<file path="src/cpu_config.svh">
`ifndef CPU_CONFIG_SVH
`define CPU_CONFIG_SVH

// Width of a data word and of every register
`define XLEN 32

// Instruction memory depth in 32-bit words
`define IMEM_WORDS 64

// Word index width for instruction memory
`define IMEM_AW $clog2(`IMEM_WORDS)

// Data memory depth in 32-bit words
`define DMEM_WORDS 64

// Word index width for data memory
`define DMEM_AW $clog2(`DMEM_WORDS)

// First fetch address after reset, also the wrap target
`define RESET_PC 32'h0000_0000

`endif

</file>
<file path="src/reg_file.sv">
`timescale 1ns/1ns
`include "cpu_config.svh"

module reg_file (
    input  logic             CLK,
    input  logic             RST,
    input  logic [4:0]       rs1,
    input  logic [4:0]       rs2,
    input  logic [4:0]       rd,
    input  logic             we,
    input  logic [`XLEN-1:0] wdata,
    output logic [`XLEN-1:0] rs1_data,
    output logic [`XLEN-1:0] rs2_data
);

    logic [`XLEN-1:0] regs [1:31];  // x0 has no storage

    always_ff @(posedge CLK) begin
        if (RST) begin
            for (int i = 1; i < 32; i++)
                regs[i] <= '0;
        end else if (we && rd != 5'd0) begin
            regs[rd] <= wdata;
        end
    end

    assign rs1_data = (rs1 == 5'd0) ? '0 : regs[rs1];
    assign rs2_data = (rs2 == 5'd0) ? '0 : regs[rs2];

endmodule

</file>
<file path="config.mk">
export PLATFORM = sky130hd
export DESIGN_NAME = reg_file
export DESIGN_NICKNAME = d
export VERILOG_FILES = /design/src/reg_file.sv
export VERILOG_INCLUDE_DIRS = /design/src /design/src/src
export SDC_FILE = /design/constraint.sdc
export NUM_CORES = 2
export LEC_CHECK = 0
export CAP_MARGIN = 10
export CORE_ASPECT_RATIO = 0.6
export CORE_UTILIZATION = 65
export DETAILED_ROUTE_END_ITERATION = 8
export DONT_BUFFER_PORTS = 1
export PLACE_DENSITY = 0.81
export SYNTH_ARGS = -nofsm -noshare
export SYNTH_HDL_FRONTEND = slang
export SYNTH_SLANG_ARGS = --single-unit
</file>
<file path="constraint.sdc">
create_clock -name CLK -period 2.85 [get_ports CLK]
set_input_delay 0.285 -clock CLK [delete_from_list [all_inputs] [get_ports CLK]]
set_output_delay 0.285 -clock CLK [all_outputs]
set_load 0.01 [all_outputs]
</file>
# ---- Yosys cells after proc, flatten, opt, wreduce, memory -nomap -nowiden
# Memories as Yosys holds them, arrays and structs flattened.
# Cells that the tools add are included.
dict set report totals {
  mem_count 1
  word_cells 16
  ramBits 992
  input_bits 50
  ff_bits 0
}
# memory words word_bits rd rd_clocked_by_memory_dff write_ports line
set memory_table {}
lappend memory_table {regs 31 32 2 0 31 reg_file.sv:16} ;# logic [`XLEN-1:0] regs [1:31];
dict set report op_classes {
  muxes 10
  n_reduce_logical 5
}
# cell count
set op_table {}
lappend op_table {{32-bit two-way mux} 3}
lappend op_table {{32-bit OR reduction} 1}
lappend op_table {{5-bit zero test} 2}
lappend op_table {{1-bit two-way mux} 6}
lappend op_table {{5-bit two-way mux} 1}
lappend op_table {{5-bit nonzero test} 1}
lappend op_table {{1-bit logical AND} 1}

# ---- Logic depth before layout (Yosys ltp)
dict set report logic_depth {
  word_depth 7
  depth_mapped 9
  mapped_depth_nobuf 4
}

# ---- Worst setup path after synthesis
# No wires, ideal clock.
dict set report synth_path {
  path_type {input port to output port}
  from {input rs2[2]}
  to {output rs2_data[5]}
  n_path_buf 3
  path_slack_ps 599
  arrival_time_ps 1966
  path_stages 7
  cell_sequence {buf_2 > buf_2 > buf_1 > mux4_2 > a22o_1 > a2111oi_0 > nor3_1}
}
dict set report synth_via {
  elab_chain_len 2
  elab_cells_between_ends 3
}
# element line
set synth_lines {}
lappend synth_lines {{start, declared} reg_file.sv:8} ;# input logic [4:0] rs2,
lappend synth_lines {{memory read 31 x 32 bit / 5-bit zero test (equally long branches)} -}
lappend synth_lines {{32-bit two-way mux *} reg_file.sv:28} ;# assign rs2_data = (rs2 == 5'd0) ? '0 : regs[rs2];
lappend synth_lines {{end, declared} reg_file.sv:13} ;# output logic [`XLEN-1:0] rs2_data
# Every way passes the cells marked *; elsewhere a longest branch is shown, timed or not.

# ---- Final worst setup path
dict set report layout_path {
  from {input rs1[1]}
  to {output rs1_data[12]}
}
dict set report layout_via {
  elab_chain_len 2
  elab_cells_between_ends 3
}
# element line
set layout_lines {}
lappend layout_lines {{start, declared} reg_file.sv:7} ;# input logic [4:0] rs1,
lappend layout_lines {{memory read 31 x 32 bit / 5-bit zero test (equally long branches)} -}
lappend layout_lines {{32-bit two-way mux *} reg_file.sv:27} ;# assign rs1_data = (rs1 == 5'd0) ? '0 : regs[rs1];
lappend layout_lines {{end, declared} reg_file.sv:12} ;# output logic [`XLEN-1:0] rs1_data,
# Marked as above.

==> summary.md <==
| Metric | Value |
|---|---|
| Outcome | finished, violations left |
| Failing checks | setup timing |
| Total CTS buffers | 93 |
| Sinks on the clock net | 1024 |
| Die X-Extent | around 380 µm |
| PortBufs | 0 |
| Setup Slack @ Placement | -0.0507 ns |
| Worst Tran Pin Value | 1.35 ns |
| Placer Congestion | 0.959 |
| Placed cells | ~4700 |
| Top_reg_cell synth | edfxtp_1 |
| Worst path arrival time | 2.78 ns |
| Final setup margin | -0.217 ns |
| Clock tree buffer depth | 3 |
| Final Hold Vio Count | 0 |
| Fin util | about three quarters |
| Yosys reg bits | just over 1000 |
| H-tree Lvls | 3 |
| IO Pins | 114 |
| Max IR drop VDD | 0.589 mV |
| Mapped Cells | 3765 |
| Flip-flop count of the largest register after layout | approximately 1000 |
| Area leader, netlist | edfxtp_1 |
| Die Area | roughly 85000 µm² |
| Total GRT Usage | 40.2% |
| DRT Pass-1 Iters | 6 |
| TritonCTS clock tree | done |
| FMAX | 326 MHz |
| Antenna violations before repair | 10 |
| Max_slew headroom | 10.1% |
| Top flop regs | regs (1024) |
| First-pass GRT wire length | 244000 µm |
| Pins Over Slew Limit | 0 |
| Core Box Area | 82300 µm² |
| CTS clk-pin slew, worst paths | 0.06 ns |
| Biggest register | regs |
| Largest cells by area after synthesis | edfxtp_1, mux4_2, and2_1 |
| MaxCap Viol Count | 0 |
| Largest net degree at the start of global routing | 310 |
| Vias in the first global route | roughly 36000 |
| WL/cell | 34.5 µm |
| Syn avg cell area | ~15 µm² |
| Root Buffer | clkbuf_16 |
| # rows | 81 |
| Final WL | 171000 µm |
| Initial Util | 66.4% |
| Chip Height | between 200 and 250 µm |
| Vias per std cell | about 7.4 |
| Crit Path Max Fanout | between 200 and 250 |
| Sequential area share after synthesis | 56.3% |
| CP Class | in -> out |
| Non-Filler Instances | 4952 |
| Power Dens Cells | 561 nW/µm² |
| Crit path capture type | output port |
| RSZ-0062 raised after global routing | true |
| Mapped Area | 54600 µm² |
| Post-synth EDFFs | 1024 |
| Tmin final | 3.07 ns |
| Post-route DRC | 0 |
| Layout net count | 3804 |
| Final number of setup-violating endpoints | 16 |
| Synth top area share | a little under three fifths |
| Ys Warns | 0 |
| Period utilization | 108% |
| HP Class | in -> reg |
| Iter 0 DRT Violations | between 6000 and 7000 |
| Yosys cell types | 44 |
| Startpoint Class | input pin |
| Final TNS setup | -1.34 ns |
| Vias | 36600 |
| Post-synth ARST share | 0% |
| Worst path required time | 2.57 ns |
| Synthesis-to-finish area growth | 11.1% |
| Final HPWL DP | approximately 100000 µm |
| Leak pwr | 21.3 nW |
| Post-route ant nets | 0 |
| Layout cell share with drive strength beyond 1 | 24.2% |
| Global route overflow | 0 |
## power by group
group | switching [mW] | leakage (nW) | internal (mW)
logic | 2.16 | 10.2 | 1.99
clock network | 5.70 | 1.36 | 6.32
registers | 0.480 | 9.75 | 17.4
## layout make-up
type	count	area, µm²
clock inverters	46	310
clock buffers	117	2440
inverters	1	3.75
diodes	10	25.0
flip-flops and latches	1024	30700
repair buffers	270	2510
well taps	1120	1400
fillers	5003	21600
multi-input cells	2364	23300
## cell usage in the layout (no fill, tap or decap), types with 9 or more instances in the layout
cell type      count
a2111oi_2         24
a2111oi_4         26
a211oi_1          35
a211oi_2          12
a21oi_1           56
a22o_1            36
a22o_4            15
a22oi_1          104
and2_1           993
buf_12            31
buf_4            201
clkbuf_1          23
clkbuf_16         94
clkinv_1          20
clkinv_2          17
conb_1            32
diode_2           10
dlygate4sd3_1     33
edfxtp_1        1024
mux2_2            34
mux2i_1          322
mux4_2           356
nor2_2            30
nor2b_1           50
nor3_1            14
nor3_2             9
nor4_1            33
o21ai_0           19
o21ai_1           12
o22ai_1           51
or2_2             32
## cells by family (layout without fill, tap and decap cells)
group / Yosys count / count (layout) / share of synthesized area (%)
muxes: 712 / 712 / 21.3
DFF: 1024 / 1024 / 56.3
AOI/OAI and AO/OA: 407 / 407 / 5.39
buffers and inverters: 408 / 434 / 3.34
other: 1 / 42 / 0.00686
and+or+nand+nor: 1213 / 1213 / 13.7
## worst max-delay path: stages
cell and delay (ns):
and2_2 0.66, buf_4 0.25, a22oi_1 0.17, a21oi_1 0.16, nor4_1 0.59, buf_4 0.23, buf_4 0.11
## metal layers
| layer | track usage (%) | wire length [µm] | up-vias |
|---|---|---|---|
| met5 | 0 | 34 | - |
| met4 | 17.9 | 7750 | 6 |
| met3 | 12.4 | 26700 | 487 |
| met2 | 60.0 | 76300 | 3449 |
| met1 | 54.9 | 59900 | 18300 |
| li1 | - | - | 14400 |
## stage by stage
stage	hold WS, ns	power, mW	cell area [µm²]
after floorplan	0.384	20.6	54700
after CTS	0.0263	33.8	60300
after global routing	0.0309	34.7	60700
after detailed placement	0.385	21.7	56600
after global placement	0.386	21.5	56600
final	0.0716	34.0	60700
## cells in the mapped netlist (2+ instances only)
master / count
buf_2: 56
a21oi_1: 56
nand2_1: 6
mux2_2: 34
o21ai_0: 26
nand3b_1: 5
buf_1: 8
a22o_1: 51
o22ai_1: 51
mux2i_1: 322
buf_6: 19
or3b_2: 3
edfxtp_1: 1024
nor4b_1: 2
and3_1: 3
o21ai_1: 10
a22oi_1: 104
a2111oi_0: 23
or3_1: 2
and2_1: 995
or2_2: 32
nor4_1: 33
a221oi_1: 4
a221o_1: 2
mux4_2: 356
nand3_1: 4
nor3_1: 26
clkbuf_1: 302
nor2_1: 37
nand2b_1: 3
a2111oi_1: 32
buf_4: 21
a211oi_1: 47
nor2b_1: 56
## worst paths after layout
kind / start / depth (start not counted) / slack (ns) / end
setup / recovery: rs1[1] / 7 / -0.22 / rs1_data[12]
hold / removal: RST / 1 / 0.07 / regs[29][11]$_SDFFCE_PN0P_
## repair_timing
action	CTS	global route
pin swaps	21	26
setup endpoints to repair	40	30
endpoints found under the hold margin	1025	0
hold buffers	35	0
gates resized for setup	108	54
buffers inserted	6	9
Power figures use the tool's default switching activity.
