--- src/cpu_config.svh ---
`ifndef CPU_CONFIG_SVH
`define CPU_CONFIG_SVH

// Width of a data word and of every register
`define XLEN 32

// Instruction memory depth in 32-bit words
`define IMEM_WORDS 64

// Word index width for instruction memory
`define IMEM_AW $clog2(`IMEM_WORDS)

// Data memory depth in 32-bit words
`define DMEM_WORDS 64

// Word index width for data memory
`define DMEM_AW $clog2(`DMEM_WORDS)

// First fetch address after reset, also the wrap target
`define RESET_PC 32'h0000_0000

`endif

--- src/cpu_pkg.sv ---
`include "cpu_config.svh"

package cpu_pkg;

    typedef enum logic [3:0] {
        ALU_ADD  = 4'd0,
        ALU_SUB  = 4'd1,
        ALU_SLL  = 4'd2,
        ALU_SLT  = 4'd3,
        ALU_SLTU = 4'd4,
        ALU_XOR  = 4'd5,
        ALU_SRL  = 4'd6,
        ALU_SRA  = 4'd7,
        ALU_OR   = 4'd8,
        ALU_AND  = 4'd9
    } alu_op_t;

    typedef struct packed {
        alu_op_t alu_op;
        logic    use_imm;  // Operand b from immediate
        logic    reg_we;
        logic    mem_rd;
        logic    mem_wr;
    } ctrl_t;

    // One retired instruction
    typedef struct packed {
        logic [31:0]       pc;
        logic [31:0]       inst;
        logic [4:0]        rd;
        logic              rd_we;
        logic [`XLEN-1:0] rd_data;
    } commit_t;

    typedef struct packed {
        logic                en;
        logic [`IMEM_AW-1:0] addr;  // Word index
        logic [31:0]         data;
    } imem_wr_t;

    typedef struct packed {
        logic [31:0] addr;  // Byte address
    } host_req_t;

    typedef struct packed {
        logic [`XLEN-1:0] data;
    } host_rsp_t;

endpackage

--- src/data_mem.sv ---
`timescale 1ns/1ns
`include "cpu_config.svh"

module data_mem import cpu_pkg::*; (
    input  logic             CLK,
    input  logic             RST,
    input  logic             mem_rd,
    input  logic             mem_wr,
    input  logic [31:0]      addr,
    input  logic [`XLEN-1:0] wdata,
    output logic [`XLEN-1:0] rdata,
    input  logic             host_valid,
    input  host_req_t        host_req,
    output logic             host_ready,
    output logic             host_rsp_valid,
    output host_rsp_t        host_rsp
);

    logic [`XLEN-1:0]    mem [`DMEM_WORDS];
    logic [`DMEM_AW-1:0] core_idx;
    logic [`DMEM_AW-1:0] host_idx;
    logic                host_accept;

    assign core_idx = addr[`DMEM_AW+1:2];           // Word index, wraps
    assign host_idx = host_req.addr[`DMEM_AW+1:2];

    // Host waits out any core store
    assign host_ready  = !mem_wr;
    assign host_accept = host_valid && host_ready;

    always_ff @(posedge CLK) begin
        if (RST) begin
            for (int i = 0; i < `DMEM_WORDS; i++)
                mem[i] <= '0;
        end else if (mem_wr) begin
            mem[core_idx] <= wdata;
        end
    end

    assign rdata = mem_rd ? mem[core_idx] : '0;

    always_ff @(posedge CLK) begin
        if (RST)
            host_rsp_valid <= 1'b0;
        else
            host_rsp_valid <= host_accept;
    end

    always_ff @(posedge CLK) begin
        if (host_accept)
            host_rsp.data <= mem[host_idx];
    end

endmodule

--- config.mk ---
export PLATFORM = sky130hd
export DESIGN_NAME = data_mem
export DESIGN_NICKNAME = d
export VERILOG_FILES = /design/src/cpu_pkg.sv /design/src/data_mem.sv
export VERILOG_INCLUDE_DIRS = /design/src /design/src/src
export SDC_FILE = /design/constraint.sdc
export NUM_CORES = 2
export LEC_CHECK = 0
export BUFFER_PORTS_ARGS = -buffer_cell sky130_fd_sc_hd__buf_2
export CORE_MARGIN = 3
export CORE_UTILIZATION = 46
export CTS_CLUSTER_SIZE = 10
export DETAILED_ROUTE_END_ITERATION = 8
export PLACE_DENSITY = 0.71
export SETUP_SLACK_MARGIN = 0.05
export SYNTH_ARGS = -nofsm -noshare
export SYNTH_HDL_FRONTEND = slang
export SYNTH_SLANG_ARGS = --single-unit
--- constraint.sdc ---
create_clock -name CLK -period 3.43 [get_ports CLK]
set_clock_uncertainty 0.1 [all_clocks]
set_input_delay 0.343 -clock CLK [delete_from_list [all_inputs] [get_ports CLK]]
set_output_delay 0.343 -clock CLK [all_outputs]
set_load 0.005 [all_outputs]
# After elaboration in Yosys (flattened, before gate mapping)
# Memory sizes are Yosys's and may differ from the RTL's. A register that Yosys moved wholly into a read port is not among the register bits.
# Cells that the tools add are included.
# op_classes
muxes,9
n_reduce_logical,3
# op_table
operator,n
2-to-1 mux 32 bit,2
OR reduction 32 bit,1
2-to-1 mux 1 bit,6
2-to-1 mux 6 bit,1
logical AND 1 bit,1
zero test 1 bit,1
# totals
reg_bits,1
ram_bits,2048
input_bits,101
output_inout_bits,66
word_cells,14
n_memories,1
# memory_table
memory,depth,width,rd,rd_clocked_by_memory_dff,wr,line,source
mem,64,32,2,1,64,data_mem.sv:19,logic [`XLEN-1:0] mem [`DMEM_WORDS];

# Longest topological paths before layout
# depth
ltp_word,5
ltp_mapped,12
depth_no_buf,6

# Worst setup path before layout
# OpenSTA, ideal clock, no wires.
# synth_timing
path_type,input to output
from,in addr[4]
to,out rdata[21]
arrival_time_ns,2.171
required_ns,2.987
path_slack_ns,0.816
stages,9
n_path_buf,4
path_cell_list,buf_2 -> buf_2 -> buf_2 -> buf_2 -> mux4_2 -> a221oi_1 -> nor2_1 -> a221oi_1 -> a31oi_1
# synth_via
elab_chain_cells,2
# synth_rtl
element,line,source
"start, declared",data_mem.sv:9,"input logic [31:0] addr,"
memory read (64 x 32 bit),-,
2-to-1 mux 32 bit,data_mem.sv:40,assign rdata = mem_rd ? mem[core_idx] : '0;
"end, declared",data_mem.sv:11,"output logic [`XLEN-1:0] rdata,"
# Every way passes these cells.

==> out/metrics.yaml <==
critPathBufInv: 2
area_growth_pct: 18.7
grt_pass1_vias: 80500
startpoint: "mem[7][10]"
synth_cells: 7909
track_usage: 0.400
critPathLaunchType: "register"
synth_nets: 8010
clockBufferDepth: 3
r2r_cells: 8
setup_violations: 31
ys_seq_elements: 2081
htreeDepth: 4
power_mw: 63.0
crit_type: "reg -> out"
path_max_fanout: 2
nets: 8644
place_ws_ns: -0.968
finalSetupTns_ns: -7.84
dieWidth_um: 497
io_buffers: 114
placed_cells: 11400
io_pins: 167
yosys_warnings: 0
dpl.hpwl_um: 343000
die_h_um: 497
r2r_slack_ns: 0.43
yosysUniqueCellTypes: 59
crit_path_end_kind: "primary output"
cts_tree: "built"
outcome: "finished, violations left"
final_layout_size_suffix_gt1_frac: 0.317
slew_headroom: 0.138
die-area_um2: 247000
row_count: 179
worstPathRequired_ns: 2.99
postLayoutSetupSlackWorst_ns: -0.878
yosysSeqAreaShare: 0.562
grt_pass1_wl_um: 682000
cp_num_cells: 7
ir_drop_uv: 587
first_pass_iters: 9
vias: 84000
tritoncts.num_buffers: 232
async_flop_share: 0
worstSkewPairLatency_ns: 0.94
worstMarginPinSlew_ns: 1.29
place_area_um2: 123000
hold_viol: 0
grt_max_degree: 66
start_util: 0.465
cts_sinks: 2081
min_from: "wdata[7]"
leakage_nw: 46.8
drt_iter0_markers: 16700
hold_slack_ns: 0.0697
synth_edf_count: 2080
wire_per_inst_um: 42.8
ys.flop_type: "edfxtp_1"
cp_cell_sequence: "mux2_4, a221o_1, a222oi_1, buf_4, o221ai_4, o41a_1, buf_2"
hp-class: "in -> reg"
antenna_left: 0
final_cells: 11800
fin_crit_ns: 4.31
viasPerCell: 7.11
cts.clk_slew.worst_paths_ns: 0.06
period_share: 1.26
drc: 1
crit_slowest_cell: "a222oi_1"
fmax_ghz: 0.232
worstPathArrival_ns: 3.87
coreArea_um2: 239000
cpPeakStageDelay_ns: 0.90
syn_area_um2: 111000
maxSlewViolCount: 0
r2r-start: "mem[50][24]"
place_congestion: 1.05
clock-root-buffer: "clkbuf_16"
violations: "design-rule violations, negative setup slack"
grt-ovfl-total: 0
avgSynthCellArea_um2: 14.0
stdcell_area_um2: 132000
cp-endpoint: "rdata[10]"
antenna_found_initial: 79
power_density_nw_per_um2: 478
finalCoreUtilization: 0.552
rsz0062_at_grt: "true"
timing.rr.end: "host_rsp[24]"
cp_top_family: "compound AO/OA/AOI/OAI gates"
drt_wl_total_um: 506000
cap_violations: 0
-- cells by family after synthesis --
family | count (synthesis) | synth area share
multiplexers | 1215 | 0.190
flip-flops | 2081 | 0.562
AND/OR/NAND/NOR | 2552 | 0.137
AO/OA/AOI/OAI | 1160 | 0.0741
buffers and inverters | 901 | 0.0358
-- how the worst min path moves through the flow --
| stage | end | slack (ns) | depth (start not counted) |
|---|---|---|---|
| floorplan | host_rsp_valid | 0.53 | 0 |
| finish | mem[6][7] | 0.07 | 2 |
| detailed placement | mem[14][4] | 0.60 | 2 |
| CTS | host_rsp[3] | 0.004 | 2 |
| global placement | mem[13][4] | 0.59 | 2 |
| global route | mem[6][7] | 0.05 | 2 |
-- cells in the mapped netlist, types with 5 or more instances --
cell type  instances  area (µm²)
and3_1             7        43.8
mux2_2           175        1970
a31oi_1           17         106
o22a_1            16         140
buf_2            189         946
a221o_1           60         601
o21ai_0          129         646
a2bb2oi_1          5        43.8
o22ai_1          143         895
mux2_1            16         180
buf_4             74         556
nor2b_1           64         400
mux4_2           699       15700
nand3_1           31         155
nand2b_1          10        62.6
a222oi_1          29         290
o2bb2ai_1         17         149
and2_1          2057       12900
buf_1             61         229
nor2_2             5        31.3
nand3b_1          11        82.6
o221ai_1          22         193
nor2_1           180         676
or2_2             70         438
o21ai_1           12        60.1
edfxtp_1        2080       62500
nor3_1            10        50.1
buf_6             11         124
mux2i_1          325        3250
a32oi_1            5        43.8
a22oi_1          145        1090
a41oi_1            7        61.3
a221oi_1         169        1480
a21oi_1          229        1150
o211ai_1          15         113
clkbuf_1         561        2110
a22o_1            39         342
a211oi_1          71         533
o41a_1            15         169
nand2_1           97         364
-- where the power goes --
part | switching [mW] | internal [mW]
clock | 10.4 | 12.2
combinational | 6.41 | 3.94
sequential | 0.776 | 29.3
-- area by class of cell --
| type | count | area, µm² |
|---|---|---|
| flip-flops and latches | 2081 | 62500 |
| diodes | 38 | 95.1 |
| repair buffers | 1296 | 12500 |
| clock inverters | 27 | 369 |
| multi-input cells | 4927 | 46300 |
| well taps | 3167 | 3960 |
| fillers | 18800 | 107000 |
| clock buffers | 284 | 6040 |
| inverters | 5 | 31.3 |
-- routing by layer --
layer | track usage | vias to the layer above | share of wire
li1 | - | 31500 | -
met2 | 0.565 | 8376 | 0.41
met4 | 0.333 | 64 | 0.11
met3 | 0.160 | 2019 | 0.17
met5 | 0.00270 | - | 0.0010
met1 | 0.480 | 42100 | 0.31
-- cells in the final DEF, fill, tap and decap left out, drive strengths merged, types with 17 or more instances in the layout --
cell type	netlist	routed
edfxtp	2080	2080
o21ai	141	141
mux2i	325	325
a31oi	17	17
a221o	60	60
nor2	185	185
nand3	31	31
mux2	191	191
clkinv	0	24
a22o	39	39
mux4	699	699
o22ai	143	143
diode	0	38
clkbuf	561	287
a22oi	145	145
a21oi	229	229
and2	2058	2058
a221oi	169	169
o2bb2ai	17	17
a222oi	29	29
or2	71	71
buf	335	1280
nor2b	64	64
a211oi	71	71
nand2	97	97
o221ai	22	22
-- registers in the layout, indices dropped and copies added (netlist names) --
register,count
mem,2048
host_rsp,32
host_rsp_valid,1
-- worst register-to-register path: cells and delay by family (launching register included) --
family / cells / cell delay (ns)
AO/OA/AOI/OAI: 3 / 1.18
buffers and inverters: 2 / 0.36
multiplexers: 1 / 0.44
flip-flops: 1 / 0.40
AND/OR/NAND/NOR: 2 / 0.24
-- timing repair --
action | 4_1_cts | 5_1_grt
resized for setup | 240 | 80
endpoints found under the hold margin | 173 | 0
hold buffers | 14 | 0
setup endpoints to repair | 32 | 32
gates cloned | 0 | 1
buffers inserted | 29 | 14
pin swaps | 99 | 63
(Power assumes the default switching activity.)
