$ cat src/cpu_config.svh
`ifndef CPU_CONFIG_SVH
`define CPU_CONFIG_SVH

// Width of a data word and of every register
`define XLEN 32

// Instruction memory depth in 32-bit words
`define IMEM_WORDS 64

// Word index width for instruction memory
`define IMEM_AW $clog2(`IMEM_WORDS)

// Data memory depth in 32-bit words
`define DMEM_WORDS 64

// Word index width for data memory
`define DMEM_AW $clog2(`DMEM_WORDS)

// First fetch address after reset, also the wrap target
`define RESET_PC 32'h0000_0000

`endif

$ cat src/isa_pkg.sv
package isa_pkg;

    // Major opcodes of the supported subset
    localparam logic [6:0] OPC_OP     = 7'b0110011;  // Register-register ALU
    localparam logic [6:0] OPC_OP_IMM = 7'b0010011;  // Register-immediate ALU
    localparam logic [6:0] OPC_LOAD   = 7'b0000011;
    localparam logic [6:0] OPC_STORE  = 7'b0100011;

    // funct3 values of the ALU group
    localparam logic [2:0] F3_ADD_SUB = 3'b000;
    localparam logic [2:0] F3_SLL     = 3'b001;
    localparam logic [2:0] F3_SLT     = 3'b010;
    localparam logic [2:0] F3_SLTU    = 3'b011;
    localparam logic [2:0] F3_XOR     = 3'b100;
    localparam logic [2:0] F3_SRL_SRA = 3'b101;
    localparam logic [2:0] F3_OR      = 3'b110;
    localparam logic [2:0] F3_AND     = 3'b111;
    localparam logic [2:0] F3_WORD    = 3'b010;  // LW and SW

    localparam logic [6:0] F7_NORMAL  = 7'b0000000;
    localparam logic [6:0] F7_ALT     = 7'b0100000;  // SUB, SRA, SRAI

    typedef struct packed {
        logic [6:0] funct7;
        logic [4:0] rs2;
        logic [4:0] rs1;
        logic [2:0] funct3;
        logic [4:0] rd;
        logic [6:0] opcode;
    } r_fmt_t;

    typedef struct packed {
        logic [11:0] imm12;
        logic [4:0]  rs1;
        logic [2:0]  funct3;
        logic [4:0]  rd;
        logic [6:0]  opcode;
    } i_fmt_t;

    typedef struct packed {
        logic [6:0] imm_hi;  // imm[11:5]
        logic [4:0] rs2;
        logic [4:0] rs1;
        logic [2:0] funct3;
        logic [4:0] imm_lo;  // imm[4:0]
        logic [6:0] opcode;
    } s_fmt_t;

    // One instruction word, viewed per format
    typedef union packed {
        r_fmt_t      r;
        i_fmt_t      i;
        s_fmt_t      s;
        logic [31:0] raw;
    } inst_u;

endpackage

$ cat src/cpu_pkg.sv
`include "cpu_config.svh"

package cpu_pkg;

    typedef enum logic [3:0] {
        ALU_ADD  = 4'd0,
        ALU_SUB  = 4'd1,
        ALU_SLL  = 4'd2,
        ALU_SLT  = 4'd3,
        ALU_SLTU = 4'd4,
        ALU_XOR  = 4'd5,
        ALU_SRL  = 4'd6,
        ALU_SRA  = 4'd7,
        ALU_OR   = 4'd8,
        ALU_AND  = 4'd9
    } alu_op_t;

    typedef struct packed {
        alu_op_t alu_op;
        logic    use_imm;  // Operand b from immediate
        logic    reg_we;
        logic    mem_rd;
        logic    mem_wr;
    } ctrl_t;

    // One retired instruction
    typedef struct packed {
        logic [31:0]       pc;
        logic [31:0]       inst;
        logic [4:0]        rd;
        logic              rd_we;
        logic [`XLEN-1:0] rd_data;
    } commit_t;

    typedef struct packed {
        logic                en;
        logic [`IMEM_AW-1:0] addr;  // Word index
        logic [31:0]         data;
    } imem_wr_t;

    typedef struct packed {
        logic [31:0] addr;  // Byte address
    } host_req_t;

    typedef struct packed {
        logic [`XLEN-1:0] data;
    } host_rsp_t;

endpackage

$ cat src/decoder.sv
`timescale 1ns/1ns

module decoder import isa_pkg::*, cpu_pkg::*; (
    input  inst_u       inst,
    output logic [4:0]  rs1,
    output logic [4:0]  rs2,
    output logic [4:0]  rd,
    output logic [31:0] imm,
    output ctrl_t       ctrl
);

    logic illegal;

    always_comb begin
        rs1     = inst.r.rs1;
        rs2     = inst.r.rs2;
        rd      = '0;
        imm     = '0;
        ctrl    = '0;
        illegal = 1'b0;

        case (inst.r.opcode)
            OPC_OP: begin
                rd          = inst.r.rd;
                ctrl.reg_we = 1'b1;
                case (inst.r.funct3)
                    F3_ADD_SUB: ctrl.alu_op = (inst.r.funct7 == F7_ALT) ? ALU_SUB : ALU_ADD;
                    F3_SLL:     ctrl.alu_op = ALU_SLL;
                    F3_SLT:     ctrl.alu_op = ALU_SLT;
                    F3_SLTU:    ctrl.alu_op = ALU_SLTU;
                    F3_XOR:     ctrl.alu_op = ALU_XOR;
                    F3_SRL_SRA: ctrl.alu_op = (inst.r.funct7 == F7_ALT) ? ALU_SRA : ALU_SRL;
                    F3_OR:      ctrl.alu_op = ALU_OR;
                    default:    ctrl.alu_op = ALU_AND;
                endcase
                // Alternate funct7 only exists for SUB and SRA
                if (inst.r.funct7 == F7_ALT)
                    illegal = !(inst.r.funct3 inside {F3_ADD_SUB, F3_SRL_SRA});
                else
                    illegal = (inst.r.funct7 != F7_NORMAL);
            end
            OPC_OP_IMM: begin
                rs1          = inst.i.rs1;
                rd           = inst.i.rd;
                imm          = {{20{inst.i.imm12[11]}}, inst.i.imm12};
                ctrl.use_imm = 1'b1;
                ctrl.reg_we  = 1'b1;
                case (inst.i.funct3)
                    F3_ADD_SUB: ctrl.alu_op = ALU_ADD;
                    F3_SLL:     ctrl.alu_op = ALU_SLL;
                    F3_SLT:     ctrl.alu_op = ALU_SLT;
                    F3_SLTU:    ctrl.alu_op = ALU_SLTU;
                    F3_XOR:     ctrl.alu_op = ALU_XOR;
                    F3_SRL_SRA: ctrl.alu_op = inst.raw[30] ? ALU_SRA : ALU_SRL;
                    F3_OR:      ctrl.alu_op = ALU_OR;
                    default:    ctrl.alu_op = ALU_AND;
                endcase
                // Shift immediates carry funct7 in imm[11:5]
                if (inst.i.funct3 == F3_SLL)
                    illegal = (inst.i.imm12[11:5] != F7_NORMAL);
                else if (inst.i.funct3 == F3_SRL_SRA)
                    illegal = !(inst.i.imm12[11:5] inside {F7_NORMAL, F7_ALT});
            end
            OPC_LOAD: begin
                rs1          = inst.i.rs1;
                rd           = inst.i.rd;
                imm          = {{20{inst.i.imm12[11]}}, inst.i.imm12};
                ctrl.use_imm = 1'b1;
                ctrl.reg_we  = 1'b1;
                ctrl.mem_rd  = 1'b1;
                illegal      = (inst.i.funct3 != F3_WORD);  // LW only
            end
            OPC_STORE: begin
                rs1          = inst.s.rs1;
                rs2          = inst.s.rs2;
                imm          = {{20{inst.s.imm_hi[6]}}, inst.s.imm_hi, inst.s.imm_lo};
                ctrl.use_imm = 1'b1;
                ctrl.mem_wr  = 1'b1;
                illegal      = (inst.s.funct3 != F3_WORD);  // SW only
            end
            default: illegal = 1'b1;
        endcase

        if (illegal) begin
            rd   = '0;
            ctrl = '0;  // Retire as a no-op
        end
    end

endmodule

$ cat config.mk
export PLATFORM = sky130hd
export DESIGN_NAME = decoder
export DESIGN_NICKNAME = d
export VERILOG_FILES = /design/src/isa_pkg.sv /design/src/cpu_pkg.sv /design/src/decoder.sv
export VERILOG_INCLUDE_DIRS = /design/src /design/src/src
export SDC_FILE = /design/constraint.sdc
export NUM_CORES = 1
export LEC_CHECK = 0
export BUFFER_PORTS_ARGS = -buffer_cell sky130_fd_sc_hd__buf_2
export CAP_MARGIN = 10
export CORE_MARGIN = 2
export CORE_UTILIZATION = 35
export DETAILED_ROUTE_END_ITERATION = 12
export PLACE_DENSITY_LB_ADDON = 0.12
export RECOVER_POWER = 25
export SYNTH_ARGS = -nofsm -noshare
export SYNTH_HDL_FRONTEND = slang
export SYNTH_SLANG_ARGS = --single-unit
$ cat constraint.sdc
create_clock -name vclk -period 1.7
set_input_delay 0.17 -clock vclk [all_inputs]
set_output_delay 0.17 -clock vclk [all_outputs]
set_load 0.01 [all_outputs]
Word level (Yosys, flattened, before mapping)
Cells that the tools add are included.

word-level totals
  register bits = 0
  bits of input ports = 32
  output and inout bits = 55

cells by class
  equal/unequal tests = 12
  mux-type cells = 18
  reductions and logical operators = 11

operators by type and width
  operator                                                         number
  32-bit case mux with 2 select lines                              1
  4-bit case mux with 7 select lines                               2
  7-bit by 6-bit == test with 1-bit output, second input constant  3
  1-bit two-way mux                                                10
  5-bit two-way mux                                                2
  3-bit == test, second input constant                             3
  8-bit two-way mux                                                1
  4-bit case mux with 2 select lines                               1
  7-bit by 2-bit == test with 1-bit output, second input constant  1
  7-bit by 5-bit == test with 1-bit output, second input constant  1
  7-bit logical NOT                                                1
  7-bit nonzero test                                               1
  3-bit by 2-bit == test with 1-bit output, second input constant  2
  3-bit OR reduction                                               2
  2-bit nonzero test                                               2
  2-bit OR reduction                                               2
  3-bit by 1-bit == test with 1-bit output, second input constant  1
  3-bit logical NOT                                                1
  3-bit by 2-bit != test with 1-bit output, second input constant  1
  1-bit case mux with 3 select lines                               1
  1-bit logical NOT                                                2

Longest topological paths before layout
  depth after elaboration = 7
  depth in mapped cells = 5
  gate-level depth less buffers = 4

Worst setup path after synthesis
Ideal clock, no wire load.

  path type = input port to output port
  start = input port inst[31] in the netlist's numbering
  end = output port ctrl[1] in the netlist's numbering
  arrival = 1575 ps
  path slack = -45 ps
  stages = 4
  cells stage by stage = or4_4 o41ai_4 o211ai_4 nor3_1

RTL lines
  item         line          source
  from (decl)  decoder.sv:4  input inst_u inst,
  to (decl)    decoder.sv:9  output ctrl_t ctrl

==> metrics.cfg <==
[outcome]
outcome = finished, violations left
violations = setup timing

[timing]
rsz0062_at_grt = yes
finalSetupTns_ns = -1.344
post-route-period-util_pct = 110.7
hold_viol_final = 0
relSlewSlack_pct = 52.97
worst_slew_pin_slew_ns = 0.7001
timing.hold.ws_ns = 0.3400
fin_ws_ns = -0.1816
max_freq_mhz = 531.5
setup_viol = 13
slew_viol_final = 0
min_period_ns = 1.882

[job]
cap_violations = 0

[die]
die_x_um = 49.42
ios = 87
start_util_pct = 36.80
die_area_mm2 = 0.002442
die_h_um = 49.42
rows = 16
placeableCoreArea_mm2 = 0.001962

[cells_and_area]
fillerInstances = 212
finalNonFillerCells = 184
fin_nets = 191
seq_cells = 0
diodes = 0
clock_buffers = 0
drive_gt1_share_pct = 65.61
syn_to_final_growth_pct = 45.75
final_core_util_pct = 53.64
regArea_um2 = 0

[route]
drtPass1Iterations = 4
routedWlPerCell_um = 10.57
drc = 0
drtAntennaViolNets = 0
vias = 864
wl_um = 1944
first_iter_violations = 14
viasPerCell = 4.696

[synthesis]
ys_seq_area_share_pct = 0
syn_area_per_cell_um2 = 7.009
synth_top_cell_area_share_pct = 31.20
syn_inst = 103
syn_area_um2 = 721.9
synth_top_cell_by_area = buf_4
ys.warnings.count = 0
synth_cell_type_count = 27
syn-num-nets = 135
synth.area.top_cells = buf_4, nor3_2, and3_1

[setup_path]
cpPeakStageDelay_ns = 0.54
worstPathBufferInverterCount = 3
arrival_ns = 1.71
path_cells = buf_6 > or4_4 > o41ai_4 > buf_4 > o211ai_4 > a211oi_2 > buf_2
cp.required_ns = 1.53
critPathKind = input port to output pin
start_kind = input port
crit_family = compound AO/OA/AOI/OAI gates
path_max_fanout = 5
endpoint_kind = output pin
cpMaxStageDelayCell = or4_4

[power_and_ir_drop]
sw_frac_of_total_pct = 54.78
p_comb_share_pct = 100.0
seq_power_share_pct = 0
switching_power_uw = 80.26
power.total_uw = 146.5
p_int_uw = 66.24
power.density_mw_per_mm2 = 139.2
power.clock.fraction_pct = 0
ir_drop_uv = 78.90
cellLeakagePower_uw = 0.0005906

[placement]
hpwl_um = 1510
gp_congestion = 0.7453
io_buffers = 77
dp.cells = 182

[global_routing]
grt_start_max_net_pins = 22
grt_pass1_wl_um = 2904
grt_use_total_pct = 14.06
overflow = 0
antenna_found_initial = 0
grt_pass1_vias = 669

[min_path]
hold_class = input port to output pin

[worst paths after layout]
| kind | from | slack (ns) | endpoint | cells past startpoint |
|---|---|---|---|---|
| setup / recovery | inst[29] | -0.18 | ctrl[4] | 7 |
| hold / removal | inst[18] | 0.34 | rs1[3] | 0 |
[cells in the mapped netlist, drive strengths merged]
cell type and count:
nand2 9, inv 1, nor2 7, o2111ai 1
nor2b 7, nor3 12, nand3 1, o41ai 1
and4bb 1, or4 2, nand2b 3, and3 7
o211ai 1, nor4b 1, buf 31, o21ai 1
nor4 1, clkbuf 3, a21oi 8, nand3b 1
xor2 1, a211oi 2, a21boi 1
[layout by cell type (no fill, tap or decap)]
master	instances
nor2_1	7
buf_6	2
nand2_1	9
o211ai_4	2
or4_4	2
o2111ai_1	1
xor2_1	1
buf_2	70
o41ai_4	1
nor2b_1	7
a211oi_2	1
nor3_1	2
a211oi_4	1
a21boi_0	1
buf_4	9
and4bb_2	1
inv_1	1
and3_1	7
nor4b_1	1
buf_12	1
nor3_2	10
nand3_2	1
nor4_4	1
o21ai_0	1
a21oi_2	1
nand3b_1	1
a21oi_1	7
clkbuf_1	5
nand2b_1	3
[power groups by stage]
| stage | Clock, uW | Sequential [uW] | Combinational [uW] |
|---|---|---|---|
| CTS | 0 | 0 | 142 |
| floorplan | 0 | 0 | 91.5 |
| finish | 0 | 0 | 146 |
| detailed placement | 0 | 0 | 138 |
| global route | 0 | 0 | 161 |
| global placement | 0 | 0 | 137 |
[per-layer routing]
layer / vias up / part of all wire, % / global-route usage [%]
li1: 441 / - / -
met3: 4 / 8.6 / 0.6135
met1: 384 / 41 / 17.65
met4: 0 / 0.26 / 2.315
met2: 35 / 50 / 26.58
met5: - / 0 / 0
[metrics by stage]
stage               instance area [um^2]  setup WS (ns)
floorplan                          721.9       -0.04509
finish                              1052        -0.1816
global route                        1052        -0.2423
CTS                                 1006        -0.2126
detailed placement                 979.7        -0.2420
global placement                   979.7        -0.2181
[layout make-up]
cell class	count	area [um^2]	area share [%]
Multi-Input combinational cell	69	535.5	50.89
Tap cell	27	33.78	3.210
Timing Repair Buffer	87	479.2	45.54
Inverter	1	3.754	0.3567
[cell families after synthesis]
group	Yosys count	share of synthesized area (%)
and+or+nand+nor	52	45.06
AOI/OAI and AO/OA	15	19.76
xor gates and xnor gates	1	1.213
buffers and inverters	35	33.97
[repair_timing]
item,4_1_cts,5_1_grt
resized for setup,1,10
hold buffers,0,0
setup buffers,1,0
endpoints found under the hold margin,0,0
pin swaps,5,6
gates cloned,1,0
setup endpoints to repair,13,13
No activity file was read; power rests on OpenSTA's default activity.
