===== src/cpu_config.svh =====
`ifndef CPU_CONFIG_SVH
`define CPU_CONFIG_SVH

// Width of a data word and of every register
`define XLEN 32

// Instruction memory depth in 32-bit words
`define IMEM_WORDS 64

// Word index width for instruction memory
`define IMEM_AW $clog2(`IMEM_WORDS)

// Data memory depth in 32-bit words
`define DMEM_WORDS 64

// Word index width for data memory
`define DMEM_AW $clog2(`DMEM_WORDS)

// First fetch address after reset, also the wrap target
`define RESET_PC 32'h0000_0000

`endif


===== src/isa_pkg.sv =====
package isa_pkg;

    // Major opcodes of the supported subset
    localparam logic [6:0] OPC_OP     = 7'b0110011;  // Register-register ALU
    localparam logic [6:0] OPC_OP_IMM = 7'b0010011;  // Register-immediate ALU
    localparam logic [6:0] OPC_LOAD   = 7'b0000011;
    localparam logic [6:0] OPC_STORE  = 7'b0100011;

    // funct3 values of the ALU group
    localparam logic [2:0] F3_ADD_SUB = 3'b000;
    localparam logic [2:0] F3_SLL     = 3'b001;
    localparam logic [2:0] F3_SLT     = 3'b010;
    localparam logic [2:0] F3_SLTU    = 3'b011;
    localparam logic [2:0] F3_XOR     = 3'b100;
    localparam logic [2:0] F3_SRL_SRA = 3'b101;
    localparam logic [2:0] F3_OR      = 3'b110;
    localparam logic [2:0] F3_AND     = 3'b111;
    localparam logic [2:0] F3_WORD    = 3'b010;  // LW and SW

    localparam logic [6:0] F7_NORMAL  = 7'b0000000;
    localparam logic [6:0] F7_ALT     = 7'b0100000;  // SUB, SRA, SRAI

    typedef struct packed {
        logic [6:0] funct7;
        logic [4:0] rs2;
        logic [4:0] rs1;
        logic [2:0] funct3;
        logic [4:0] rd;
        logic [6:0] opcode;
    } r_fmt_t;

    typedef struct packed {
        logic [11:0] imm12;
        logic [4:0]  rs1;
        logic [2:0]  funct3;
        logic [4:0]  rd;
        logic [6:0]  opcode;
    } i_fmt_t;

    typedef struct packed {
        logic [6:0] imm_hi;  // imm[11:5]
        logic [4:0] rs2;
        logic [4:0] rs1;
        logic [2:0] funct3;
        logic [4:0] imm_lo;  // imm[4:0]
        logic [6:0] opcode;
    } s_fmt_t;

    // One instruction word, viewed per format
    typedef union packed {
        r_fmt_t      r;
        i_fmt_t      i;
        s_fmt_t      s;
        logic [31:0] raw;
    } inst_u;

endpackage


===== src/cpu_pkg.sv =====
`include "cpu_config.svh"

package cpu_pkg;

    typedef enum logic [3:0] {
        ALU_ADD  = 4'd0,
        ALU_SUB  = 4'd1,
        ALU_SLL  = 4'd2,
        ALU_SLT  = 4'd3,
        ALU_SLTU = 4'd4,
        ALU_XOR  = 4'd5,
        ALU_SRL  = 4'd6,
        ALU_SRA  = 4'd7,
        ALU_OR   = 4'd8,
        ALU_AND  = 4'd9
    } alu_op_t;

    typedef struct packed {
        alu_op_t alu_op;
        logic    use_imm;  // Operand b from immediate
        logic    reg_we;
        logic    mem_rd;
        logic    mem_wr;
    } ctrl_t;

    // One retired instruction
    typedef struct packed {
        logic [31:0]       pc;
        logic [31:0]       inst;
        logic [4:0]        rd;
        logic              rd_we;
        logic [`XLEN-1:0] rd_data;
    } commit_t;

    typedef struct packed {
        logic                en;
        logic [`IMEM_AW-1:0] addr;  // Word index
        logic [31:0]         data;
    } imem_wr_t;

    typedef struct packed {
        logic [31:0] addr;  // Byte address
    } host_req_t;

    typedef struct packed {
        logic [`XLEN-1:0] data;
    } host_rsp_t;

endpackage


===== src/fetch_unit.sv =====
`timescale 1ns/1ns
`include "cpu_config.svh"

module fetch_unit import isa_pkg::*, cpu_pkg::*; (
    input  logic        CLK,
    input  logic        RST,
    input  logic        run,
    input  imem_wr_t    imem_wr,
    output logic [31:0] pc,
    output inst_u       inst
);

    logic [31:0]             imem [`IMEM_WORDS];
    logic [`IMEM_WORDS-1:0]  loaded;  // Word has been written since reset
    logic [`IMEM_AW-1:0]     pc_idx;

    assign pc_idx = pc[`IMEM_AW+1:2];

    always_ff @(posedge CLK) begin
        if (RST) begin
            pc <= `RESET_PC;
        end else if (run) begin
            if (pc_idx == `IMEM_AW'(`IMEM_WORDS - 1))
                pc <= `RESET_PC;  // Wrap at end of memory
            else
                pc <= pc + 32'd4;
        end
    end

    // Program load, only while halted
    always_ff @(posedge CLK) begin
        if (RST) begin
            loaded <= '0;
        end else if (imem_wr.en && !run) begin
            loaded[imem_wr.addr] <= 1'b1;
        end
    end

    always_ff @(posedge CLK) begin
        if (imem_wr.en && !run)
            imem[imem_wr.addr] <= imem_wr.data;
    end

    // All-zero word decodes as a no-op
    assign inst.raw = loaded[pc_idx] ? imem[pc_idx] : 32'h0;

endmodule


===== config.mk =====
export PLATFORM = sky130hd
export DESIGN_NAME = fetch_unit
export DESIGN_NICKNAME = d
export VERILOG_FILES = /design/src/isa_pkg.sv /design/src/cpu_pkg.sv /design/src/fetch_unit.sv
export VERILOG_INCLUDE_DIRS = /design/src /design/src/src
export SDC_FILE = /design/constraint.sdc
export NUM_CORES = 2
export LEC_CHECK = 0
export BUFFER_PORTS_ARGS = -buffer_cell sky130_fd_sc_hd__buf_4
export CELL_PAD_IN_SITES_DETAIL_PLACEMENT = 1
export CELL_PAD_IN_SITES_GLOBAL_PLACEMENT = 1
export CORE_UTILIZATION = 40
export DETAILED_ROUTE_END_ITERATION = 16
export GPL_ROUTABILITY_DRIVEN = 0
export PLACE_DENSITY_LB_ADDON = 0.1
export REMOVE_ABC_BUFFERS = 1
export SLEW_MARGIN = 10
export SYNTH_ARGS = -nofsm -noshare
export SYNTH_HDL_FRONTEND = slang
export SYNTH_SLANG_ARGS = --single-unit
export TNS_END_PERCENT = 50

===== constraint.sdc =====
create_clock -name CLK -period 7.4 [get_ports CLK]
set_clock_uncertainty 0.05 [all_clocks]
set_input_delay 1.48 -clock CLK [delete_from_list [all_inputs] [get_ports CLK]]
set_output_delay 1.48 -clock CLK [all_outputs]
set_load 0.03 [all_outputs]

==> Word-level counts from Yosys, hierarchy flattened <==
Memories as Yosys holds them, arrays and structs flattened. A register that Yosys moved wholly into a read port is not among the register bits.
Index checks and enable logic that the tools add are counted.
W data, S select, Z words.
{ "classes": {"n_addsub": 1, "magnitude_cmp": 3, "eq_ne": 1, "mux": 10, "bitwise_logic": 1, "n_reduce_logical": 3} }
{ "ops": {"columns": ["operator", "count"], "rows": [
  ["$mux W32", 2],
  ["$or A64 B64 Y64", 1],
  ["$add A32 B3 Y32 const B", 1],
  ["$lt A6 B7 Y1 const B", 2],
  ["$mux W6", 2],
  ["$bmux W1 S6", 1],
  ["$demux W1 S6", 1],
  ["$eq A6 B6 Y1 const B", 1],
  ["$ge A6 B1 Y1 const B", 1],
  ["$mux W1", 4],
  ["$logic_and A1 B1 Y1", 2],
  ["$logic_not A1 Y1", 1]
]} }
{ "totals": {"ff_bits": 96, "ramBits": 2048, "out_inout_bits": 64, "word_cells": 22, "n_memories": 1} }
{ "memory_table": {"columns": ["name", "depth", "width", "read_ports", "rd_clocked_by_memory_dff", "write_ports", "line_no", "rtl"], "rows": [
  ["imem", 64, 32, 1, 1, 1, "fetch_unit.sv:13", "logic [31:0] imem [`IMEM_WORDS];"]
]} }

==> Depth between registers and ports, before layout <==
{ "depth": {"depth_word": 5, "ltp_mapped": 10, "mapped_depth_nobuf": 6} }

==> Worst setup path after synthesis <==
No wires, ideal clock.
{ "synth_timing": {"path_kind": "register -> output", "startpoint": "register pc[2]", "endpoint": "output inst[16] (netlist bit)", "t_arrival_ns": 2.774, "t_required_ns": 5.870, "setup_slack_ns": 3.096, "stages_incl_launch_ff": 10, "path_buffers": 4, "cell_sequence": "dfxtp_1 -> buf_4 -> buf_4 -> buf_2 -> mux2_2 -> o22ai_1 -> o311ai_1 -> a32oi_2 -> buf_4 -> nor3_1"} }
{ "synth_rtl": {"columns": ["item", "line_no", "rtl"], "rows": [
  ["from (decl)", "fetch_unit.sv:9", "output logic [31:0] pc,"],
  ["from (signal assigned)", "fetch_unit.sv:21", "pc <= `RESET_PC;"],
  ["from (signal assigned)", "fetch_unit.sv:24", "pc <= `RESET_PC;"],
  ["from (signal assigned)", "fetch_unit.sv:26", "pc <= pc + 32'd4;"],
  ["to (decl)", "fetch_unit.sv:10", "output inst_u inst"]
]} }

==> summary.md <==
| Metric | Value |
|---|---|
| Cells after synthesis | between 3000 and 4000 |
| PwrDens | 269 nW/um^2 |
| Final setup viols | 0 |
| Share of cells above drive strength 1 | 0.272 |
| Initial antenna violation count | 11 |
| Yosys warning count | 0 |
| Drt pass-1 iters | 5 |
| Seq cells post-synth | ~2100 |
| NetSw | roughly 5.4 mW |
| Initial drt markers | 4055 |
| WP buf/inv | 3 |
| Final Util | 0.461 |
| Crit path max fanout | 23 |
| Num ports | between 100 and 150 |
| VDD IR-drop max | about 0.24 mV |
| TNS Setup | 0 ns |
| Area leader, netlist | edfxtp_1 |
| Antenna Nets Post-Route | 0 |
| Post-cts repair resize count | 0 |
| Period utilization | 0.831 |
| Height of the die | approximately 450 um |
| Avg WL per Cell | between 30 and 40 um |
| Part of the power in the clock network | 0.426 |
| Most common cell in the netlist | edfxtp_1 |
| Cell mode on critical path | buf_4 |
| Clk buf depth | 3 |
| Fin cells | between 6000 and 7000 |
| Num rows | 165 |
| Crit-path cells | buf_12 > buf_4 > mux4_2 > a22oi_1 > a21oi_1 > nor4_1 > nor2_1 > buf_4 |
| Relative slew slack | 0.199 |
| Number of library cell types mapped by synthesis | 44 |
| H-tree depth | 4 |
| Global-route wire length before repair | about 340000 um |
| Post-synth ARST share | 0 |
| FMAX | 0.163 GHz |
| Final WS setup | 1.25 ns |
| DP HPWL | between 100000 and 150000 um |
| Critical path required time | roughly 5.9 ns |
| Worst-skew pair later-pin latency | approximately 0.86 ns |
| P&R area growth vs syn | 14.7% |
| Final #Nets | about 4000 |
| Logic pwr share | 0.041 |
| R2R depth | 6 |
| Hold Path Class | reg -> reg |
| Static leakage | around 28 nW |
| CP endpoint kind | primary output |
| Hold_buf cts | 0 |
| Worst R2R End | pc[27] |
| Post-synthesis average cell area | 21.5 sq um |
| Tot GR Track Use | 0.241 |
| Vias in the first global route | 42600 |
| Grt total ovfl | 0 |
| Dpl ws | ~2.0 ns |
| Yosys top cell area share | 0.757 |
| WHS Endpoint | loaded[26] |
| Switch share | 0.214 |
| WP data arrival | approximately 4.6 ns |
| Max stage delay cell, worst path | dfxtp_4 |
| Worst slew pin tran | about 1.2 ns |
| Slowest cell delay on critical path | around 0.75 ns |
| Element type at the critical path start | flip-flop |
| Total Power | between 20 and 30 mW |
| Run status | finished clean |
| Register-to-register setup slack | ~4.8 ns |
| P_int | approximately 20 mW |
| CTS tree | built |
| FILL cells | between 15000 and 20000 |
| Post-synth top cells | edfxtp_1 (2048), mux4_2 (486), nor2_1 (221), a22oi_1 (199), clkbuf_1 (116) |
| Worst Hold Path Cells | 2 |
| Post-layout min period | ~6.1 ns |
| Setup Buffers After CTS | 0 |
| Vias | ~40000 |
| Max-Cap Viols | 0 |
| Clock Sinks | 2148 |
| Mapped cell area | 81200 sq um |
| Die area | roughly 200000 sq um |
| Starting Density | 0.402 |
| Main synth FF type | edfxtp_1 |
| WS Path Type | reg -> out |
| Final Max Tran Viols | 0 |
| Clock Tree Root | clkbuf_16 |
| I/O Buffers | between 100 and 150 |
| Clock-pin slew on the worst setup and hold paths | 0.06 ns |
| WL final | ~250000 um |
| HP Start | loaded[26] |
| # DRC | 0 |
| Pin count of the biggest net entering global routing | 90 |
| R2R Path Start | pc[5] |
| Fin area | about 93000 sq um |
| Largest delay contributor family on the critical path | buffers and inverters |
| Reg power frac | 0.533 |
| Final hold vios | 0 |
| RSZ-0062 raised after global routing | no |
| Die span in x | about 450 um |
| Total CTS buffers | approximately 220 |
| Placed inst area | approximately 86000 sq um |
| Via-to-Cell Ratio | between 5 and 6 |
| Post-synth EDFFs | between 2000 and 2500 |
| Seq/Total Area, Yosys | 0.782 |
| Final Hold Slack | about 0.42 ns |
| Synth top area cells | edfxtp_1 (76%), mux4_2 (13%), dfxtp_1 (2.5%) |
| Core Region | slightly above 200000 sq um |
| Placed Cells | 6472 |
layer usage:
layer / part of all wire / up-vias / global-route usage
li1: - / 16400 / -
met1: 0.44 / 22800 / 0.348
met2: 0.48 / 1246 / 0.384
met3: 0.053 / 275 / 0.0361
met4: 0.023 / 0 / 0.0616
met5: 0 / - / 0
registers in the layout, indices dropped and copies added, names as in the netlist, named ones only:
name    count
imem     2048
loaded     64
pc         30
placed cells by master, fill, tap and decap left out, types with 8 or more instances in the layout:
| master | instances |
|---|---|
| edfxtp_1 | 2048 |
| mux4_2 | 486 |
| buf_4 | 224 |
| clkbuf_16 | 222 |
| a22oi_1 | 199 |
| nor2_1 | 156 |
| a21oi_1 | 102 |
| dfxtp_1 | 95 |
| mux2i_1 | 83 |
| clkbuf_1 | 66 |
| nor2_4 | 65 |
| clkinv_1 | 59 |
| nand2_1 | 36 |
| mux2_2 | 34 |
| nor4_1 | 33 |
| clkinv_2 | 33 |
| o21ai_0 | 28 |
| o22ai_1 | 27 |
| buf_12 | 19 |
| nor3_1 | 18 |
| a221oi_1 | 16 |
| o21ba_2 | 14 |
| and2_1 | 12 |
| xor2_1 | 12 |
| bufinv_16 | 12 |
| nand3_1 | 11 |
| nand4_1 | 11 |
| a211oi_1 | 8 |
tightest hold or removal path, cell delays in order (launching register included):
cell	delay [ns]
dfxtp_1	0.32
nor2_1	0.04
nor2_1	0.07
power groups by stage:
| stage | Combinational, mW | Sequential [mW] | Clock, mW |
|---|---|---|---|
| final | 1.02 | 13.4 | 10.7 |
| after global routing | 1.09 | 13.4 | 11.3 |
| after CTS | 1.04 | 13.4 | 10.9 |
| after detailed placement | 1.04 | 13.6 | 0 |
| after global placement | 1.03 | 13.6 | 0 |
| after floorplan | 0.979 | 13.7 | 0 |
layout make-up:
type                       instances  area [sq um]  area share
sequential                      2148         63500       0.682
multi-input combinational       1407         17300       0.186
clock buffer                     290          5830      0.0626
tap                             2672          3340      0.0359
timing repair buffer             245          2120      0.0227
clock inverter                   119          1030      0.0110
antenna                            5          12.5    0.000134
kinds of logic after synthesis:
kind of cell / Yosys count / synth area share
flip-flops: 2148 / 0.782
multiplexers: 603 / 0.150
AO/OA/AOI/OAI: 408 / 0.0343
AND/OR/NAND/NOR: 379 / 0.0210
buffers and inverters: 220 / 0.0113
XOR/XNOR: 14 / 0.00151
adder cells (fa/ha/maj): 1 / 0.000154
other: 1 / 0.0000462
worst max path at each step:
stage,endpoint,slack (ns),cells after the start,from
floorplan,inst[12],-18.19,5,flip-flop
detailed placement,inst[2],1.97,8,flip-flop
finish,inst[2],1.25,8,flip-flop
global placement,inst[2],1.94,8,flip-flop
global route,inst[2],0.97,8,flip-flop
CTS,inst[2],1.01,8,flip-flop
(Power assumes the default switching activity.)
